--- config.mk ---
export PLATFORM = sky130hd
export DESIGN_NAME = merge_sort_tree
export DESIGN_NICKNAME = d
export VERILOG_FILES = /design/src/sort_rec_pkg.sv /design/src/merge_tree_pkg.sv /design/src/two_entry_fifo.sv /design/src/lane_inbuf.sv /design/src/merge_cell.sv /design/src/merge_sort_tree.sv
export VERILOG_INCLUDE_DIRS = /design/src /design/src/src
export SDC_FILE = /design/constraint.sdc
export NUM_CORES = 2
export LEC_CHECK = 0
export BUFFER_PORTS_ARGS = -buffer_cell sky130_fd_sc_hd__buf_4
export CAP_MARGIN = 5
export CELL_PAD_IN_SITES_DETAIL_PLACEMENT = 0
export CELL_PAD_IN_SITES_GLOBAL_PLACEMENT = 2
export CORE_MARGIN = 2
export CORE_UTILIZATION = 45
export DETAILED_ROUTE_END_ITERATION = 8
export GPL_ROUTABILITY_DRIVEN = 0
export GPL_TIMING_DRIVEN = 0
export PLACE_DENSITY = 0.8
export REMOVE_ABC_BUFFERS = 1
export SLEW_MARGIN = 20
export SYNTH_ARGS = -nofsm -noshare
export SYNTH_HDL_FRONTEND = slang
export SYNTH_SLANG_ARGS = --single-unit
--- constraint.sdc ---
create_clock -name CLK -period 4.8 [get_ports CLK]
set_input_delay 0.96 -clock CLK [delete_from_list [all_inputs] [get_ports CLK]]
set_output_delay 0.96 -clock CLK [all_outputs]
set_load 0.01 [all_outputs]
--- src/sort_defs.svh ---
`ifndef SORT_DEFS_SVH
`define SORT_DEFS_SVH

// Width of the sort key carried in every record
`define SORT_KEY_W 32

// Number of input lanes feeding the merge tree
// The tree is a full binary tree, so this must be a power of two
`define SORT_WAY 8

// Entries in each FIFO between tree levels
// Two entries let a cell write while its parent reads
`define SORT_FIFO_DEPTH 2

// Record width is the key plus the last flag
`define SORT_REC_W (`SORT_KEY_W + 1)

// Tree size derived from the lane count
`define SORT_NODES (2 * `SORT_WAY - 1)

`define SORT_CELLS (`SORT_WAY - 1)

`endif

--- src/sort_rec_pkg.sv ---
`include "sort_defs.svh"

package sort_rec_pkg;

  // Keys compare as unsigned numbers
  typedef logic [`SORT_KEY_W-1:0] sort_key_t;

  // One record of a sorted run
  // A record with last set ends the run and its key carries no data
  typedef struct packed {
    sort_key_t key;
    logic      last;
  } sort_rec_t;

  // Flattened width of a record, kept in step with the struct above
  localparam int unsigned sort_rec_w = `SORT_REC_W;

  // Terminator record used when a cell merges two run ends
  function automatic sort_rec_t make_term();
    sort_rec_t rec;
    rec.key  = '0;
    rec.last = 1'b1;
    return rec;
  endfunction

endpackage

--- src/merge_tree_pkg.sv ---
`include "sort_defs.svh"

package merge_tree_pkg;

  // Lane number at the tree inputs
  typedef logic [$clog2(`SORT_WAY)-1:0] lane_idx_t;

  // Heap-style node number, root is 1 and node n has children 2n and 2n+1
  // Node 0 is never used
  typedef logic [$clog2(2 * `SORT_WAY)-1:0] node_idx_t;

  localparam node_idx_t root_node = node_idx_t'(1);

  // Lane i feeds leaf node first_leaf + i
  localparam node_idx_t first_leaf = node_idx_t'(`SORT_WAY);

  localparam int unsigned node_cnt = `SORT_NODES;
  localparam int unsigned cell_cnt = `SORT_CELLS;

endpackage

--- src/two_entry_fifo.sv ---
`include "sort_defs.svh"

module two_entry_fifo
  import sort_rec_pkg::*;
(
  input  logic       CLK,
  input  logic       rst_n,
  input  logic       enq,
  input  logic       deq,
  input  sort_rec_t  din,
  output sort_rec_t  dot,
  output logic       emp,
  output logic       full,
  output logic [1:0] cnt
);

  localparam int unsigned depth = `SORT_FIFO_DEPTH;
  localparam int unsigned ptr_w = (depth > 1) ? $clog2(depth) : 1;

  sort_rec_t        mem [depth];
  logic [ptr_w-1:0] rd_ptr;
  logic [ptr_w-1:0] wr_ptr;
  logic             wr_en;
  logic             rd_en;

  assign rd_en = deq & ~emp;

  // A full buffer still takes a write when the head leaves in the same cycle
  assign wr_en = enq & (~full | deq);

  assign emp  = (cnt == 2'd0);
  assign full = (cnt == 2'(depth));
  assign dot  = mem[rd_ptr];

  always_ff @(posedge CLK) begin
    if (wr_en) begin
      mem[wr_ptr] <= din;
    end
  end

  always_ff @(posedge CLK) begin
    if (!rst_n) begin
      rd_ptr <= '0;
      wr_ptr <= '0;
      cnt    <= 2'd0;
    end else begin
      if (wr_en) begin
        wr_ptr <= (wr_ptr == ptr_w'(depth - 1)) ? '0 : wr_ptr + 1'b1;
      end
      if (rd_en) begin
        rd_ptr <= (rd_ptr == ptr_w'(depth - 1)) ? '0 : rd_ptr + 1'b1;
      end
      case ({wr_en, rd_en})
        2'b10:   cnt <= cnt + 2'd1;
        2'b01:   cnt <= cnt - 2'd1;
        default: cnt <= cnt;
      endcase
    end
  end

endmodule

--- src/lane_inbuf.sv ---
module lane_inbuf
  import sort_rec_pkg::*;
(
  input  logic      CLK,
  input  logic      rst_n,
  input  logic      enq,
  input  sort_rec_t din,
  output logic      full,
  input  logic      leaf_full,
  output logic      leaf_enq,
  output sort_rec_t leaf_din,
  input  logic      round_done
);

  sort_rec_t stage_rec;
  logic      stage_vld;
  logic      run_lock;
  logic      accept;

  // The stage drains into the leaf FIFO whenever that FIFO has room
  assign leaf_enq = stage_vld & ~leaf_full;
  assign leaf_din = stage_rec;

  // A stage that can drain this cycle frees its slot for a new record
  assign full   = run_lock | (stage_vld & leaf_full);
  assign accept = enq & ~full;

  always_ff @(posedge CLK) begin
    if (accept) begin
      stage_rec <= din;
    end
  end

  always_ff @(posedge CLK) begin
    if (!rst_n) begin
      stage_vld <= 1'b0;
    end else if (accept) begin
      stage_vld <= 1'b1;
    end else if (leaf_enq) begin
      stage_vld <= 1'b0;
    end
  end

  // Once this lane's terminator is in, the next run waits for the round to
  // leave the root, otherwise its keys would merge with the current round
  always_ff @(posedge CLK) begin
    if (!rst_n) begin
      run_lock <= 1'b0;
    end else if (accept && din.last) begin
      run_lock <= 1'b1;
    end else if (round_done) begin
      run_lock <= 1'b0;
    end
  end

endmodule

--- src/merge_cell.sv ---
module merge_cell
  import sort_rec_pkg::*;
(
  input  logic      a_rdy,
  input  logic      b_rdy,
  input  sort_rec_t a_rec,
  input  sort_rec_t b_rec,
  output logic      a_deq,
  output logic      b_deq,
  input  logic      out_full,
  output logic      out_enq,
  output sort_rec_t out_rec
);

  logic fire;
  logic pick_a;
  logic both_last;

  // A decision needs both heads, since an absent head might hold the smaller key
  assign fire = a_rdy & b_rdy & ~out_full;

  always_comb begin
    both_last = 1'b0;
    pick_a    = 1'b1;
    case ({a_rec.last, b_rec.last})
      2'b00: begin
        // Ties go to the a side
        pick_a = (a_rec.key <= b_rec.key);
      end
      2'b10: begin
        // Side a has ended its run, keep draining b
        pick_a = 1'b0;
      end
      2'b01: begin
        pick_a = 1'b1;
      end
      default: begin
        // Both runs ended, so the two terminators become one
        both_last = 1'b1;
        pick_a    = 1'b1;
      end
    endcase
  end

  assign a_deq   = fire & (both_last | pick_a);
  assign b_deq   = fire & (both_last | ~pick_a);
  assign out_enq = fire;

  always_comb begin
    if (both_last) begin
      out_rec = make_term();
    end else if (pick_a) begin
      out_rec = a_rec;
    end else begin
      out_rec = b_rec;
    end
  end

endmodule

--- src/merge_sort_tree.sv ---
`include "sort_defs.svh"

module merge_sort_tree
  import sort_rec_pkg::*, merge_tree_pkg::*;
(
  input  logic                           CLK,
  input  logic                           rst_n,
  input  sort_rec_t [`SORT_WAY-1:0]      lane_din,
  input  logic      [`SORT_WAY-1:0]      enq,
  output logic      [`SORT_WAY-1:0]      full,
  input  logic                           deq,
  output sort_rec_t                      dot,
  output logic                           emp
);

  // FIFO signals indexed by tree node, entry 1 is the root
  logic      f_enq  [1:node_cnt];
  logic      f_deq  [1:node_cnt];
  logic      f_emp  [1:node_cnt];
  logic      f_full [1:node_cnt];
  sort_rec_t f_din  [1:node_cnt];
  sort_rec_t f_dot  [1:node_cnt];

  logic round_done;

  // The round is over when its single terminator leaves the root
  assign round_done = deq & ~f_emp[root_node] & f_dot[root_node].last;

  assign f_deq[root_node] = deq;
  assign dot              = f_dot[root_node];
  assign emp              = f_emp[root_node];

  for (genvar n = 1; n <= node_cnt; n++) begin : g_fifo
    localparam node_idx_t node = node_idx_t'(n);

    two_entry_fifo fifo_i (
      .CLK   (CLK),
      .rst_n (rst_n),
      .enq   (f_enq[node]),
      .deq   (f_deq[node]),
      .din   (f_din[node]),
      .dot   (f_dot[node]),
      .emp   (f_emp[node]),
      .full  (f_full[node]),
      .cnt   ()
    );
  end

  for (genvar n = 0; n < `SORT_WAY; n++) begin : g_lane
    localparam lane_idx_t lane = lane_idx_t'(n);
    localparam node_idx_t leaf = first_leaf + node_idx_t'(lane);

    lane_inbuf inbuf_i (
      .CLK        (CLK),
      .rst_n      (rst_n),
      .enq        (enq[lane]),
      .din        (lane_din[lane]),
      .full       (full[lane]),
      .leaf_full  (f_full[leaf]),
      .leaf_enq   (f_enq[leaf]),
      .leaf_din   (f_din[leaf]),
      .round_done (round_done)
    );
  end

  // Cell k merges the FIFOs of its two children into FIFO k
  for (genvar n = 1; n <= cell_cnt; n++) begin : g_cell
    localparam node_idx_t node  = node_idx_t'(n);
    localparam node_idx_t left  = node_idx_t'(2 * n);
    localparam node_idx_t right = node_idx_t'(2 * n + 1);

    merge_cell cell_i (
      .a_rdy    (~f_emp[left]),
      .b_rdy    (~f_emp[right]),
      .a_rec    (f_dot[left]),
      .b_rec    (f_dot[right]),
      .a_deq    (f_deq[left]),
      .b_deq    (f_deq[right]),
      .out_full (f_full[node]),
      .out_enq  (f_enq[node]),
      .out_rec  (f_din[node])
    );
  end

endmodule

* After elaboration in Yosys (flattened, before gate mapping)
Memory sizes are Yosys's and may differ from the RTL's. A register that Yosys moved wholly into a read port is not among the register bits. Cells that the tools add are included.
Storage, ports and cells: input bits 275, flip-flop bits (word level) 340, bits in read-only memories 0, RAM bits 990, latch bits 0, memories 15, output and inout bits 42, word-level logic and storage cells 609
Memories:
- g_fifo[10].fifo_i.mem | depth 2, width 33, rd ports 1, clocked after Yosys merged registers in 1, write ports 1, RTL line two_entry_fifo.sv:20 | sort_rec_t mem [depth];
- g_fifo[11].fifo_i.mem | depth 2, width 33, rd ports 1, clocked after Yosys merged registers in 1, write ports 1, RTL line two_entry_fifo.sv:20
- g_fifo[12].fifo_i.mem | depth 2, width 33, rd ports 1, clocked after Yosys merged registers in 1, write ports 1, RTL line two_entry_fifo.sv:20
- g_fifo[13].fifo_i.mem | depth 2, width 33, rd ports 1, clocked after Yosys merged registers in 1, write ports 1, RTL line two_entry_fifo.sv:20
- g_fifo[14].fifo_i.mem | depth 2, width 33, rd ports 1, clocked after Yosys merged registers in 1, write ports 1, RTL line two_entry_fifo.sv:20
- g_fifo[15].fifo_i.mem | depth 2, width 33, rd ports 1, clocked after Yosys merged registers in 1, write ports 1, RTL line two_entry_fifo.sv:20
- 9 more memories
Cells by class: shift-type cells 0, equality and inequality tests 59, divide/modulo/power cells 0, muxes and demuxes 158, bitwise gates (word level) 165, reduce and logical (&&, ||, !) cells 68, $add $sub $neg 60, $mul 0, magnitude comparators 7
Operators with widths (count):
- $mux 33 | 14
- $le 32x32->1 | 7
- $mux 1 | 122
- $and 1x1->1 | 83
- $eq 2x2->1 const B | 37
- $reduce_bool 2->1 | 31
- $pmux 2 s2 | 15
- $not 1->1 | 45
- $eq 2x1->1 const B | 22
- $logic_not 2->1 | 22
- $or 1x1->1 | 37
- $add 1x1->1 const B | 30
- $add 2x1->2 const B | 15
- $sub 2x1->2 const B | 15
- $reduce_or 3->1 | 7
- $pmux 1 s2 | 7
- $logic_and 1x1->1 | 8

* Logic depth before layout (Yosys ltp)
word-level depth 9, depth in mapped cells 15, gate-level depth less buffers 12

* Cells and area by module
Synthesis repeated with hierarchy kept, for this count alone.
Unflattened totals: cell total of the unflattened synthesis 3674, area, all modules 57606.5 µm²
Modules (own cells, without submodules):
- two_entry_fifo | area each 2608.8 µm², seq. area each 2082.0 µm², instances 15, cells each 129
- merge_cell | area each 1385.1 µm², seq. area each 0.0 µm², instances 7, cells each 196
- lane_inbuf | area each 1089.8 µm², seq. area each 1031.0 µm², instances 8, cells each 44
- merge_sort_tree | area each 61.3 µm², seq. area each 0.0 µm², instances 1, cells each 15

* Worst setup path after synthesis
No wires, ideal clock.
path kind register to register, start register (tool-made name), end register g_fifo[4].fifo_i.cnt[1], library setup time 0.076 ns, required time 4.724 ns, cell stages (with the launch flop) 15, slack 0.781 ns, arrival time 3.944 ns, buffers on the path 3, period minus slack after synthesis 4.019 ns, cell sequence dfxtp_1 clkbuf_1 buf_1 mux2_2 ha_1 nand4_1 or4_1 or3_1 o21a_2 o31ai_4 and2_0 buf_4 ha_1 or3_1 a21boi_0
RTL lines:
- end signal, assigned | RTL line two_entry_fifo.sv:54 | 2'b10: cnt <= cnt + 2'd1;
- end signal, assigned | RTL line two_entry_fifo.sv:55 | 2'b01: cnt <= cnt - 2'd1;
- end signal, assigned | RTL line two_entry_fifo.sv:56 | default: cnt <= cnt;
- end, declared | RTL line two_entry_fifo.sv:14 | output logic [1:0] cnt

==> flow_metrics.env <==
export IMPL_ir_worst_vdd_v=0.000332
export IMPL_ant_nets=0
export IMPL_fin_nets=4312
export IMPL_clockRootBuffer="clkbuf_16"
export IMPL_rsz0062_at_grt="no"
export IMPL_start_util_pct=45.3
export IMPL_relSlewSlack_pct=28.2
export IMPL_dp_final_hpwl_mm=88.8
export IMPL_cts_tree="yes"
export IMPL_synth_flop_cell="edfxtp_1"
export IMPL_finalCritPeriodShare_pct=95.1
export IMPL_synth_edf_count=1254
export IMPL_holdBufCountCts=0
export IMPL_cellLeakagePower_nw=22.4
export IMPL_status="completed"
export IMPL_hold_viol_final=0
export IMPL_drcViolationCount=0
export IMPL_ys_types=61
export IMPL_grt_pass1_vias=29900
export IMPL_syn_area_per_cell_sq_um=16.4
export IMPL_drive_gt1_share_pct=25.5
export IMPL_mostFrequentLayoutCells="edfxtp_1, buf_4, mux2_2"
export IMPL_power_density_nw_per_um2=399
export IMPL_synth_seq_cells=1345
export IMPL_synth_cells=3420
export IMPL_syn_to_final_growth_pct=18.6
export IMPL_die_area_sq_um=127000
export IMPL_crit_type="flop to flop"
export IMPL_grt_max_degree=92
export IMPL_ioPinCount=317
export IMPL_avgViaCountPerCell=5.42
export IMPL_dr_total_vias=30100
export IMPL_die_w_um=357
export IMPL_synth_warnings=0
export IMPL_power_w=0.0265
export IMPL_gr_usage_all_layers_pct=19.4
export IMPL_async_flop_share_pct=0
export IMPL_antenna_found_initial=2
export IMPL_fin_cells=5551
export IMPL_setup_viol=0
export IMPL_cp_arrival_ps=5250
export IMPL_crit_path_start_kind="flop"
export IMPL_clk_latency_ps=770
export IMPL_cts_sinks=1345
export IMPL_grt_overflow=0
export IMPL_crit_fanout=35
export IMPL_cap_violations=0
export IMPL_rows=129
export IMPL_dr_pass1_iters=5
export IMPL_skew_ps=42.5
export IMPL_yosysSeqAreaShare_pct=70.5
export IMPL_die_h_um=357
export IMPL_post_place_cells=5285
export IMPL_syn_area_sq_um=56000
export IMPL_cts_buffers=145
export IMPL_cts_path_max_buffers=3
export IMPL_fin_crit_ps=4570
export IMPL_drt_total_wl_mm=124
export IMPL_clkSlewWorstSetupHoldPaths_ps=60
export IMPL_grt_pass1_wl_mm=185
export IMPL_min_path_type="primary input to flop"
export IMPL_coreArea_sq_um=124000
export IMPL_worstSetupEndpointType="flop"
export IMPL_cts_max_level=4
export IMPL_max_clock_freq_mhz=219
export IMPL_worst_pin_slew_ps=1080
export IMPL_drtIter0Drc=2375
export IMPL_avgRoutedWirePerCell_um=22.4
export IMPL_cp_required_ps=5480
export IMPL_final_common_cell="edfxtp_1"
export IMPL_tns_ps=0
export IMPL_io_buffers=316
export IMPL_drv_slew=0
[state kept, by name (all words and copies together) (netlist names), named ones only]
signal,flops
g_fifo.fifo_i.rd_ptr,15
g_fifo.fifo_i.mem,990
g_fifo.fifo_i.cnt,30
g_fifo.fifo_i.wr_ptr,15
g_lane.inbuf_i.run_lock,8
g_lane.inbuf_i.stage_vld,8
g_lane.inbuf_i.leaf_din,264
[cell usage after synthesis, drive strengths merged, types with 56 or more instances]
master | count | area, sq um
a21oi | 93 | 469
a31o | 62 | 543
a32o | 124 | 1240
clkbuf | 121 | 454
dfxtp | 91 | 1820
edfxtp | 1254 | 37700
ha | 239 | 2990
mux2 | 263 | 2960
mux2i | 258 | 2580
nand2 | 111 | 417
nor2 | 132 | 495
nor2b | 141 | 882
o21ai | 56 | 288
[kinds of logic after synthesis]
kind of cell	after synthesis	synth area share, %
AO/OA/AOI/OAI	492	6.72
XOR/XNOR	32	0.501
adder cells (fa/ha/maj)	239	5.34
buffers and inverters	185	1.39
flip-flops	1345	70.5
multiplexers	521	9.90
AND/OR/NAND/NOR	606	5.64
[power breakdown]
group | switching (W) | internal [W] | total [W]
Combinational | 0.00124 | 0.000893 | 0.00213
Sequential | 0.000206 | 0.0134 | 0.0136
Clock | 0.00454 | 0.00623 | 0.0108
Total | 0.00599 | 0.0205 | 0.0265
[through the flow]
step	hold WS [ps]	setup WS, ps	cell area [sq um]	utilization (%)
6_report	359	233	66400	53.7
5_1_grt	314	23.7	66400	53.7
4_1_cts	304	38.9	66300	53.6
3_5_place_dp	430	62.2	61700	49.9
3_3_place_gp	424	-3150	59700	48.3
2_1_floorplan	421	-923	55300	-
[worst paths after layout]
check	startpoint	to	slack [ps]	cells past startpoint
hold / removal	lane_din[200]	g_lane[6].inbuf_i.leaf_din[2]	360	1
setup reg to reg	flop	g_fifo[8].fifo_i.cnt[1]	230	12
hold reg to reg	g_lane[4].inbuf_i.leaf_din[13]	g_fifo[12].fifo_i.mem[0][13]	440	0
setup / recovery	flop	g_fifo[8].fifo_i.cnt[1]	230	12
[metal layers]
metal  part of all wire [%]  wire length [um]  track usage (%)  vias to the layer above
li1                       -                 -                -                    14300
met1                     47             57800             28.4                    14900
met2                     46             56600             29.5                      766
met3                    6.0              7460             4.16                      146
met4                    1.8              2250             5.05                        0
met5                      0                 0                0                        -
[cell type report]
type	instances	area, sq um
antenna	1	2.50
multi-input combinational	1890	16100
clock inverter	77	786
timing repair buffer	390	3970
tap	1637	2050
inverter	26	97.6
sequential	1345	39500
fill	10000	57300
clock buffer	185	3860
[timing repair]
item | 4_1_cts | 5_1_grt
setup buffers | 0 | 2
endpoints found under the setup margin | 0 | 10
resized for setup | 0 | 6
[worst max-delay path, stage by stage (launching register included)]
cell	delay [ps]
dfxtp_2	520
buf_12	250
mux2_2	380
ha_1	340
a21oi_1	170
nand2_1	70
a21o_1	200
o41a_1	450
or3_2	770
a21oi_1	440
ha_1	340
or3_1	350
a21boi_0	160
No activity file was read; power rests on OpenSTA's default activity.
